===== config.mk =====
export PLATFORM = sky130hd
export DESIGN_NAME = ppu_top
export DESIGN_NICKNAME = d
export VERILOG_FILES = /design/src/ppu_pkg.sv /design/src/ppu_palette_ram.sv /design/src/ppu_raster_timer.sv /design/src/ppu_register_file.sv /design/src/ppu_top.sv /design/src/ppu_vram_sequencer.sv
export SDC_FILE = /design/constraint.sdc
export NUM_CORES = 1
export LEC_CHECK = 0
export ABC_AREA = 1
export ABC_CLOCK_PERIOD_IN_PS = 2450
export BUFFER_PORTS_ARGS = -buffer_cell sky130_fd_sc_hd__buf_4
export CAP_MARGIN = 20
export CELL_PAD_IN_SITES_DETAIL_PLACEMENT = 2
export CELL_PAD_IN_SITES_GLOBAL_PLACEMENT = 2
export CORE_UTILIZATION = 30
export CTS_BUF_LIST = sky130_fd_sc_hd__clkbuf_2 sky130_fd_sc_hd__clkbuf_4 sky130_fd_sc_hd__clkbuf_8
export DETAILED_ROUTE_END_ITERATION = 16
export PLACE_DENSITY_LB_ADDON = 0.1
export SYNTH_ARGS = -nofsm -noshare
export SYNTH_HDL_FRONTEND = slang
export SYNTH_HIERARCHICAL = 1
export SYNTH_SLANG_ARGS = --single-unit

===== constraint.sdc =====
create_clock -name i_clk -period 2.45 [get_ports i_clk]
set_clock_uncertainty 0.2 [all_clocks]
set_input_delay 0 -clock i_clk [delete_from_list [all_inputs] [get_ports i_clk]]
set_output_delay 0 -clock i_clk [all_outputs]
set_load 0.05 [all_outputs]

===== src/ppu_pkg.sv =====
// PPU shared definitions
// register select codes, CPU and VRAM bus structs, control layout, address constants

`default_nettype none

package ppu_pkg;

    // raster counters are this wide for both x and y
    localparam int DOT_W = 9;

    // PPUDATA steps by one byte or by a full nametable row
    localparam int ADDR_INC_ROW = 32;

    // palette lives at the top of the PPU map
    localparam int PALETTE_ENTRIES = 32;

    typedef logic [15:0] vram_addr_t;

    localparam vram_addr_t PALETTE_BASE = 16'h3F00;

    // CPU register select in the chip's own order
    typedef enum logic [2:0]
    {
        RS_PPUCTRL   = 3'd0,
        RS_PPUMASK   = 3'd1,
        RS_PPUSTATUS = 3'd2,
        RS_OAMADDR   = 3'd3,
        RS_OAMDATA   = 3'd4,
        RS_PPUSCROLL = 3'd5,
        RS_PPUADDR   = 3'd6,
        RS_PPUDATA   = 3'd7
    } rs_t;

    // one CPU access that is valid while cs_n is low
    typedef struct packed
    {
        logic       cs_n;
        logic       rw;         // 1 = read, 0 = write
        rs_t        rs;
        logic [7:0] data;
    } cpu_req_t;

    // PPUCTRL bit layout
    typedef struct packed
    {
        logic       nmi_enable; // bit 7 raises the interrupt in vblank
        logic [3:0] unused;     // pattern and sprite selects unused by this core
        logic       addr_inc32; // bit 2 selects a PPUDATA step of 32
        logic [1:0] nametable;  // base nametable select
    } ppu_ctrl_t;

    // outgoing VRAM bus with active low strobes
    typedef struct packed
    {
        logic        rd_n;
        logic        we_n;
        logic [13:0] addr;
        logic [7:0]  data;
    } vram_bus_t;

    // current raster position
    typedef struct packed
    {
        logic [DOT_W-1:0] x;
        logic [DOT_W-1:0] y;
        logic             visible;
    } raster_pos_t;

endpackage

`default_nettype wire


===== src/ppu_palette_ram.sv =====
// PPU palette memory
// 32 bytes with a synchronous write and a combinational read

`timescale 1ns/10ps
`default_nettype none

module ppu_palette_ram (
    input  wire        i_clk,
    input  wire        i_we,
    input  wire  [4:0] i_index,
    input  wire  [7:0] i_wdata,
    output logic [7:0] o_rdata
);

    logic [7:0] mem [ppu_pkg::PALETTE_ENTRIES];

    always_ff @(posedge i_clk)
    begin
        if (i_we)
        begin
            mem[i_index] <= i_wdata;
        end
    end

    // read follows the index within the same cycle
    assign o_rdata = mem[i_index];

endmodule

`default_nettype wire


===== src/ppu_raster_timer.sv =====
// PPU raster timer
// dot and scanline counters with the visible flag and the vblank edge pulses

`timescale 1ns/10ps
`default_nettype none

module ppu_raster_timer #(
    parameter int P_DOTS_PER_LINE   = 341,
    parameter int P_LINES_PER_FRAME = 262,
    parameter int P_VISIBLE_DOTS    = 256,
    parameter int P_VISIBLE_LINES   = 240,
    parameter int P_VBLANK_LINE     = 241
) (
    input  wire                  i_clk,
    input  wire                  i_reset_n,
    output ppu_pkg::raster_pos_t o_pos,
    output logic                 o_vblank_set,
    output logic                 o_vblank_clr
);

    typedef logic [ppu_pkg::DOT_W-1:0] dot_t;

    localparam dot_t X_LAST      = dot_t'(P_DOTS_PER_LINE - 1);
    localparam dot_t Y_LAST      = dot_t'(P_LINES_PER_FRAME - 1);
    localparam dot_t X_VISIBLE   = dot_t'(P_VISIBLE_DOTS);
    localparam dot_t Y_VISIBLE   = dot_t'(P_VISIBLE_LINES);
    localparam dot_t VBLANK_LINE = dot_t'(P_VBLANK_LINE);

    dot_t x_q;
    dot_t y_q;

    always_ff @(posedge i_clk)
    begin
        if (!i_reset_n)
        begin
            x_q <= '0;
            y_q <= '0;
        end
        else if (x_q == X_LAST)
        begin
            x_q <= '0;
            y_q <= (y_q == Y_LAST) ? '0 : y_q + dot_t'(1); // end of frame wraps to line 0
        end
        else
        begin
            x_q <= x_q + dot_t'(1);
        end
    end

    assign o_pos.x       = x_q;
    assign o_pos.y       = y_q;
    assign o_pos.visible = (x_q < X_VISIBLE) && (y_q < Y_VISIBLE);

    // edges are seen at dot 0 and the flag register picks them up next cycle
    assign o_vblank_set = (x_q == '0) && (y_q == VBLANK_LINE);
    assign o_vblank_clr = (x_q == '0) && (y_q == Y_LAST);

endmodule

`default_nettype wire


===== src/ppu_register_file.sv =====
// PPU CPU register file
// PPUCTRL, PPUSTATUS, PPUADDR and PPUDATA decode with the vblank flag

`timescale 1ns/10ps
`default_nettype none

module ppu_register_file (
    input  wire               i_clk,
    input  wire               i_reset_n,
    input  ppu_pkg::cpu_req_t i_cpu,
    input  wire               i_vblank_set,
    input  wire               i_vblank_clr,
    input  wire  [7:0]        i_palette_rdata,
    input  wire  [7:0]        i_read_buffer,
    output logic [7:0]        o_data,
    output logic              o_int_n,
    output logic              o_palette_we,
    output logic [4:0]        o_palette_index,
    output logic [7:0]        o_palette_wdata,
    output logic              o_vram_wr_start,
    output logic              o_vram_rd_start,
    output logic [13:0]       o_vram_addr,
    output logic [7:0]        o_vram_wdata
);

    ppu_pkg::ppu_ctrl_t  ctrl_q;
    ppu_pkg::vram_addr_t ppu_addr_q;
    logic                toggle_q;      // 0 = next PPUADDR write is the high byte
    logic                vblank_q;

    logic                cpu_rd;
    logic                cpu_wr;
    logic                status_rd;
    logic                data_access;
    logic                in_palette;
    ppu_pkg::vram_addr_t addr_step;

    assign cpu_rd      = !i_cpu.cs_n && i_cpu.rw;
    assign cpu_wr      = !i_cpu.cs_n && !i_cpu.rw;
    assign status_rd   = cpu_rd && (i_cpu.rs == ppu_pkg::RS_PPUSTATUS);
    assign data_access = !i_cpu.cs_n && (i_cpu.rs == ppu_pkg::RS_PPUDATA);

    // 3F00 to 3FFF is palette and everything above is left alone
    assign in_palette = (ppu_addr_q[15:8] == ppu_pkg::PALETTE_BASE[15:8]);

    assign addr_step = ctrl_q.addr_inc32 ? ppu_pkg::vram_addr_t'(ppu_pkg::ADDR_INC_ROW)
                                         : ppu_pkg::vram_addr_t'(1);

    always_ff @(posedge i_clk)
    begin
        if (!i_reset_n)
        begin
            ctrl_q     <= '0;
            ppu_addr_q <= '0;
            toggle_q   <= 1'b0;
        end
        else
        begin
            if (cpu_wr && (i_cpu.rs == ppu_pkg::RS_PPUCTRL))
            begin
                ctrl_q <= ppu_pkg::ppu_ctrl_t'(i_cpu.data);
            end

            if (cpu_wr && (i_cpu.rs == ppu_pkg::RS_PPUADDR))
            begin
                if (!toggle_q)
                    ppu_addr_q[15:8] <= i_cpu.data;
                else
                    ppu_addr_q[7:0] <= i_cpu.data;
            end
            else if (data_access)
            begin
                ppu_addr_q <= ppu_addr_q + addr_step;  // step after every data access
            end

            if (status_rd)
                toggle_q <= 1'b0;
            else if (cpu_wr && (i_cpu.rs == ppu_pkg::RS_PPUADDR))
                toggle_q <= !toggle_q;
        end
    end

    // a status read wins over both raster edges
    always_ff @(posedge i_clk)
    begin
        if (!i_reset_n)
            vblank_q <= 1'b0;
        else if (status_rd)
            vblank_q <= 1'b0;
        else if (i_vblank_set)
            vblank_q <= 1'b1;
        else if (i_vblank_clr)
            vblank_q <= 1'b0;
    end

    assign o_int_n = !(vblank_q && ctrl_q.nmi_enable);

    always_comb
    begin
        o_data = '0;
        if (cpu_rd)
        begin
            case (i_cpu.rs)
                ppu_pkg::RS_PPUSTATUS: o_data = {vblank_q, 7'b0};   // low bits read zero
                ppu_pkg::RS_PPUDATA:   o_data = in_palette ? i_palette_rdata : i_read_buffer;
                default:               o_data = '0;
            endcase
        end
    end

    // direct palette write port
    assign o_palette_we    = data_access && !i_cpu.rw && in_palette;
    assign o_palette_index = ppu_addr_q[4:0];
    assign o_palette_wdata = i_cpu.data;

    // the sequencer latches VRAM address and data with the start strobe
    assign o_vram_wr_start = data_access && !i_cpu.rw && (ppu_addr_q < ppu_pkg::PALETTE_BASE);
    assign o_vram_rd_start = data_access && i_cpu.rw;
    assign o_vram_addr     = ppu_addr_q[13:0];
    assign o_vram_wdata    = i_cpu.data;

endmodule

`default_nettype wire


===== src/ppu_top.sv =====
// PPU core top level
// CPU register port, VRAM bus and raster position output

`timescale 1ns/10ps
`default_nettype none

module ppu_top #(
    parameter int P_DOTS_PER_LINE   = 341,
    parameter int P_LINES_PER_FRAME = 262,
    parameter int P_VISIBLE_DOTS    = 256,
    parameter int P_VISIBLE_LINES   = 240,
    parameter int P_VBLANK_LINE     = 241
) (
    input  wire                  i_clk,
    input  wire                  i_reset_n,
    input  ppu_pkg::cpu_req_t    i_cpu,
    input  wire  [7:0]           i_vram_data,
    output logic [7:0]           o_data,
    output logic                 o_int_n,
    output ppu_pkg::vram_bus_t   o_vram,
    output ppu_pkg::raster_pos_t o_video
);

    logic        vblank_set;
    logic        vblank_clr;
    logic        palette_we;
    logic [4:0]  palette_index;
    logic [7:0]  palette_wdata;
    logic [7:0]  palette_rdata;
    logic        vram_wr_start;
    logic        vram_rd_start;
    logic [13:0] vram_addr;
    logic [7:0]  vram_wdata;
    logic [7:0]  read_buffer;

    ppu_raster_timer #(
        .P_DOTS_PER_LINE   (P_DOTS_PER_LINE),
        .P_LINES_PER_FRAME (P_LINES_PER_FRAME),
        .P_VISIBLE_DOTS    (P_VISIBLE_DOTS),
        .P_VISIBLE_LINES   (P_VISIBLE_LINES),
        .P_VBLANK_LINE     (P_VBLANK_LINE)
    ) u_raster_timer (
        .i_clk        (i_clk),
        .i_reset_n    (i_reset_n),
        .o_pos        (o_video),
        .o_vblank_set (vblank_set),
        .o_vblank_clr (vblank_clr)
    );

    ppu_register_file u_register_file (
        .i_clk           (i_clk),
        .i_reset_n       (i_reset_n),
        .i_cpu           (i_cpu),
        .i_vblank_set    (vblank_set),
        .i_vblank_clr    (vblank_clr),
        .i_palette_rdata (palette_rdata),
        .i_read_buffer   (read_buffer),
        .o_data          (o_data),
        .o_int_n         (o_int_n),
        .o_palette_we    (palette_we),
        .o_palette_index (palette_index),
        .o_palette_wdata (palette_wdata),
        .o_vram_wr_start (vram_wr_start),
        .o_vram_rd_start (vram_rd_start),
        .o_vram_addr     (vram_addr),
        .o_vram_wdata    (vram_wdata)
    );

    ppu_palette_ram u_palette_ram (
        .i_clk   (i_clk),
        .i_we    (palette_we),
        .i_index (palette_index),
        .i_wdata (palette_wdata),
        .o_rdata (palette_rdata)
    );

    ppu_vram_sequencer u_vram_sequencer (
        .i_clk         (i_clk),
        .i_reset_n     (i_reset_n),
        .i_wr_start    (vram_wr_start),
        .i_rd_start    (vram_rd_start),
        .i_addr        (vram_addr),
        .i_wdata       (vram_wdata),
        .i_vram_rdata  (i_vram_data),
        .o_vram        (o_vram),
        .o_read_buffer (read_buffer)
    );

endmodule

`default_nettype wire


===== src/ppu_vram_sequencer.sv =====
// PPU VRAM access sequencer
// turns start strobes into one-cycle read or write strobes and keeps the read buffer

`timescale 1ns/10ps
`default_nettype none

module ppu_vram_sequencer (
    input  wire                 i_clk,
    input  wire                 i_reset_n,
    input  wire                 i_wr_start,
    input  wire                 i_rd_start,
    input  wire  [13:0]         i_addr,
    input  wire  [7:0]          i_wdata,
    input  wire  [7:0]          i_vram_rdata,
    output ppu_pkg::vram_bus_t  o_vram,
    output logic [7:0]          o_read_buffer
);

    typedef enum logic [1:0]
    {
        ST_IDLE      = 2'd0,
        ST_WR_STROBE = 2'd1,
        ST_RD_STROBE = 2'd2
    } seq_state_t;

    seq_state_t  state_q;
    logic [13:0] addr_q;
    logic [7:0]  wdata_q;

    always_ff @(posedge i_clk)
    begin
        if (!i_reset_n)
        begin
            state_q       <= ST_IDLE;
            o_read_buffer <= '0;
        end
        else
        begin
            case (state_q)
                ST_IDLE:
                begin
                    if (i_wr_start)
                        state_q <= ST_WR_STROBE;
                    else if (i_rd_start)
                        state_q <= ST_RD_STROBE;
                end
                ST_RD_STROBE:
                begin
                    o_read_buffer <= i_vram_rdata;  // byte returned on the next PPUDATA read
                    state_q       <= ST_IDLE;
                end
                default:
                begin
                    state_q <= ST_IDLE;
                end
            endcase
        end
    end

    // payload follows the strobe that starts the access
    always_ff @(posedge i_clk)
    begin
        if (!i_reset_n)
        begin
            addr_q  <= '0;
            wdata_q <= '0;
        end
        else if ((state_q == ST_IDLE) && (i_wr_start || i_rd_start))
        begin
            addr_q  <= i_addr;
            wdata_q <= i_wdata;
        end
    end

    assign o_vram.rd_n = (state_q != ST_RD_STROBE);
    assign o_vram.we_n = (state_q != ST_WR_STROBE);
    assign o_vram.addr = addr_q;
    assign o_vram.data = (state_q == ST_WR_STROBE) ? wdata_q : '0;   // bus idle at zero

endmodule

`default_nettype wire


==> summary by stage <==
Synth
Of the total synthesized cell area, the portion taken by full adders, half adders and majority gates is 0.00579. The synthesis warning total is 6. Synthesis produced 1,710 cells. The synthesized design spends more area on one cell type than any other, namely sky130_fd_sc_hd__edfxtp_1.

In this run the mean area of a mapped cell was 8.85 um^2. Counting every net in the synthesized netlist gives 1,740. Yosys mapped the design onto 42 distinct sky130hd cell types. After synthesis, the share of cell area in mux cells is 0. The most common cell in the synthesized netlist is sky130_fd_sc_hd__nand2_1. Yosys mapped a number of flops with a built-in enable equal to 256. Ranked by total cell area, the synthesized netlist is headed by sky130_fd_sc_hd__edfxtp_1 (51%), sky130_fd_sc_hd__nand2_1 (20%), sky130_fd_sc_hd__dfxtp_1 (9.3%), sky130_fd_sc_hd__nor2_1 (4.0%), sky130_fd_sc_hd__buf_4 (2.4%). The compound-cell area share of the yosys netlist was 0.0343. The netlist area before placement is 15,100 um^2. The synthesized design contains 326 register bits. By count the netlist is led by sky130_fd_sc_hd__nand2_1 (796), sky130_fd_sc_hd__edfxtp_1 (256), sky130_fd_sc_hd__nor2_1 (162). The share of the Yosys chip area taken by registers is 0.600. The area share of and/or/nand/nor cells after synthesis is 0.286. Of the post-synthesis cell area, the dominant cell type holds 0.508.

The share of synthesized flip-flops with an asynchronous set or reset is 0. Of the total synthesized cell area, the portion taken by XOR and XNOR cells is 0.00174. The main combinational cell family by area after synthesis is simple AND/OR/NAND/NOR gates. The prevailing post-synth register cell is sky130_fd_sc_hd__edfxtp_1.

Global route
The via count of the first global-routing pass is 13,415. After global routing the overflow that remains totals 0. The initial antenna violation count was 0. The first global-routing pass estimated 80,600 um of wire. The all-layer global routing usage is 0.212. Entering global routing, the biggest net connects 45 pins.

Finish
The non-filler instance count after layout is 2,603. Compared with the post-synthesis result, the final layout area differs by 28.5%. Of the cells placed in the final design, the portion with a size suffix greater than 1 is 0.249. The number of antenna diodes is 0.

The final layout net count is 1,928. The final non-filler cell area is 19,400 um^2.

Route
Routed signal wires occupy layers up through met4. In this run the remaining antenna-violating nets after routing total 0. The wire length on met3 is 1580 um. Across all layers, the routed design uses 12,102 vias. The per-cell routed wire length is 20.5 um.

For this run, design rule violations remaining after detail routing come to 0. The pre-antenna-repair detailed-routing pass consisted of 4 iterations. After detailed routing, the number of vias per cell comes to 4.65. The number of design-rule violations left by the first detailed-router iteration is 624. The routed design has 53,300 um of wire. For this block, wires on met1 add up to 24,100 um. Wire segments on met2 add up to 26,600 um in the final route.

Clock network
The CTS root buffer is sky130_fd_sc_hd__clkbuf_8. TritonCTS built the clock tree. Clock tree synthesis inserted a total of 58 buffers.

The clock net in this run drives a total of 326 sinks. After clock tree synthesis, the clock-pin slew on the worst setup and hold paths is 60 ps. The clock insertion delay at the later pin of the skew report is 650 ps. The clock tree synthesis step divided the H-tree into 2 levels. The buffer levels on the longest clock path is 3.

Setup path
The critical path launch point type is a register. The number of buffers and inverters on the critical path is 4. The endpoint required time on the critical path is 2250 ps.

The cell occurring most often along the worst timing path is sky130_fd_sc_hd__nand2_2. The cell type group with the largest total delay on the critical path is simple AND/OR/NAND/NOR gates. STA classifies the critical path endpoint as a primary output. The maximum fanout encountered on the critical timing path is 7. The critical path goes through buf_12 -> buf_12 -> buf_16 -> nand2_2 -> nand2_2 -> nand2_2 -> nand2_1 -> nand2_1 -> nand2_2 -> nor2_4 -> nand2_4 -> nor2_4 -> nor2_4 -> buf_8.

The arrival time of the worst setup path is 2540 ps. The critical path's slowest cell is sky130_fd_sc_hd__dfxtp_4. By startpoint and endpoint, the worst setup path is classified as register to primary output. The delay of the slowest cell on the worst path is 390 ps.

STA
The final worst slack is -289 ps. The max-slew violation count is 0. Setup repair after global routing could not meet its margin everywhere. The final number of hold-violating endpoints came to 0.

The highest clock frequency the design can meet is 0.365 GHz. Counting I/O delays and the setup requirement, the final critical path takes 2740 ps. The worst slew margin relative to its limit is 0.574. The post-route fraction of the period consumed by the critical path is 1.12.

Setup total negative slack on the finished layout was measured at -1910 ps. Setup violations remaining at the end of the flow were counted as 8. At the pin with the least slew margin, the transition time is 638 ps.

Min path
The path category of the worst min-delay check is primary input to register.

Floorplanning
The floorplan die height is 227 um. Measured along the x axis, the die boundary spans 227 um. The die covers 51,400 um^2. During I/O placement, the number of pins put on the boundary was 75. The floorplan has 81 rows.

The effective utilization at floorplan is 0.307. The area of the placeable core is 49,400 um^2.

Power and ir drop
The share of total power dissipated in sequential elements is 0.494. The combinational cell fraction of total power is 0.073. The net switching share of the total power is 0.243.

The maximum ir drop on the vdd rail is 0.000418 V. The relative contribution of the clock network to total power is 0.434. The total design power is 12.2 mW. The leakage power figure is 7.99 nW. The reported net switching power is 2.96 mW. The total power density per cell area is 626 nW/um^2. The internal power of the cells totals 9.21 mW.

Placement
The number of buffers added on ports is 74. The final weighted congestion in routability-driven placement is 0.734. Summing all placed instances gives a cell area of 16,500 um^2. Summed over all nets, the half-perimeter wirelength after detailed placement is 31,600 um. The instance count after placement with tap cells included is 2,424.

Outcome
The run finished, with violations left. The checks that failed: negative setup slack.

Run
The max-cap violation count is 0.
==> area by class of cell <==
cell class	instances	area [um^2]
Timing Repair Buffer	227	2380
Clock inverter	26	236
Clock buffer	75	938
Multi-Input combinational cell	1180	5550
Sequential cell	326	9100
Fill cell	5384	29900
Tap cell	664	831
Inverter	105	420
==> kinds of logic after synthesis <==
family          count (synthesis)
compound gates                 98
xor+xnor                        3
fa+ha+maj                       7
buf+inv                       204
flops                         326
simple gates                 1072
==> power by group through the flow <==
| stage | Sequential, mW | Clock [mW] | Combinational (mW) |
|---|---|---|---|
| floorplan | 6.17 | 0 | 0.383 |
| global placement | 6.13 | 0 | 0.676 |
| detailed placement | 6.13 | 0 | 0.691 |
| CTS | 6.01 | 5.43 | 0.865 |
| global route | 6.01 | 5.68 | 0.965 |
| finish | 6.01 | 5.28 | 0.883 |
==> metal layers <==
layer | track usage | up-vias
met1 | 0.276 | 6033
met4 | 0.0541 | 0
met3 | 0.0328 | 66
met5 | 0 | -
met2 | 0.365 | 168
li1 | - | 5835
==> placed cells by master, fill, tap and decap left out, drive strengths merged <==
cell,netlist,final
a21o,1,1
ha,7,7
dfxtp,70,70
clkbuf,12,77
nand4,4,4
xnor2,2,2
nand3b,2,2
o21bai,1,1
nand3,66,66
inv,104,104
nor2,170,170
or2,2,2
nor3b,1,1
nor3,18,18
clkinvlp,0,1
nor4,1,1
edfxtp,256,256
bufinv,0,4
clkinv,1,22
dlygate4sd3,0,44
a21oi,48,48
o21ai,44,44
a31oi,3,3
xor2,1,1
buf,87,181
o22ai,1,1
nand2,808,808
==> sequential cells by signal, summed over array words and instances, names as in the netlist <==
name and count:
u_palette_ram/mem 256, u_raster_timer/x_q 9, u_raster_timer/y_q 9, u_register_file/ctrl_q 2
u_register_file/ppu_addr_q 16, u_register_file/toggle_q 1, u_register_file/vblank_q 1, u_vram_sequencer/addr_q 14
u_vram_sequencer/o_read_buffer 8, u_vram_sequencer/state_q 2, u_vram_sequencer/wdata_q 8
==> timing repair <==
action | 4_1_cts | 5_1_grt
endpoints found under the hold margin | 326 | 0
setup endpoints to repair | 8 | 272
pin swaps | 41 | 68
gates cloned | 14 | 2
setup buffers | 6 | 14
hold buffers | 44 | 0
gates resized for setup | 141 | 96
==> final timing paths <==
check	cells after the start	from	to	slack (ps)
worst max-delay path	14	u_register_file/ppu_addr_q[0]	o_data[0]	-290
worst min-delay path	4	i_reset_n	u_vram_sequencer/addr_q[9]	150
worst min register to register	1	u_raster_timer/x_q[0]	u_raster_timer/x_q[0]	270
worst max register to register	9	u_register_file/ppu_addr_q[10]	u_palette_ram/mem[26][2]	100
==> stage by stage <==
step | utilization | hold WS [ps] | worst slack (ps)
after floorplan | - | -68.7 | -39.2
after global placement | 0.334 | 50.6 | 173
after detailed placement | 0.334 | 71.1 | 51.0
after CTS | 0.386 | 99.0 | -308
after global routing | 0.394 | 137 | -392
final | 0.394 | 151 | -289
==> worst register-to-register path, cell delays in order, from the launching register on <==
cell and delay (ps):
sky130_fd_sc_hd__dfxtp_4 360, sky130_fd_sc_hd__nand4_1 180, sky130_fd_sc_hd__nor3_4 270, sky130_fd_sc_hd__clkinv_4 110, sky130_fd_sc_hd__nor3_2 130, sky130_fd_sc_hd__buf_4 170
sky130_fd_sc_hd__nand3_1 120, sky130_fd_sc_hd__buf_4 210, sky130_fd_sc_hd__nor2_1 120, sky130_fd_sc_hd__buf_4 190
Note: power is estimated with default switching activity, not from simulation.
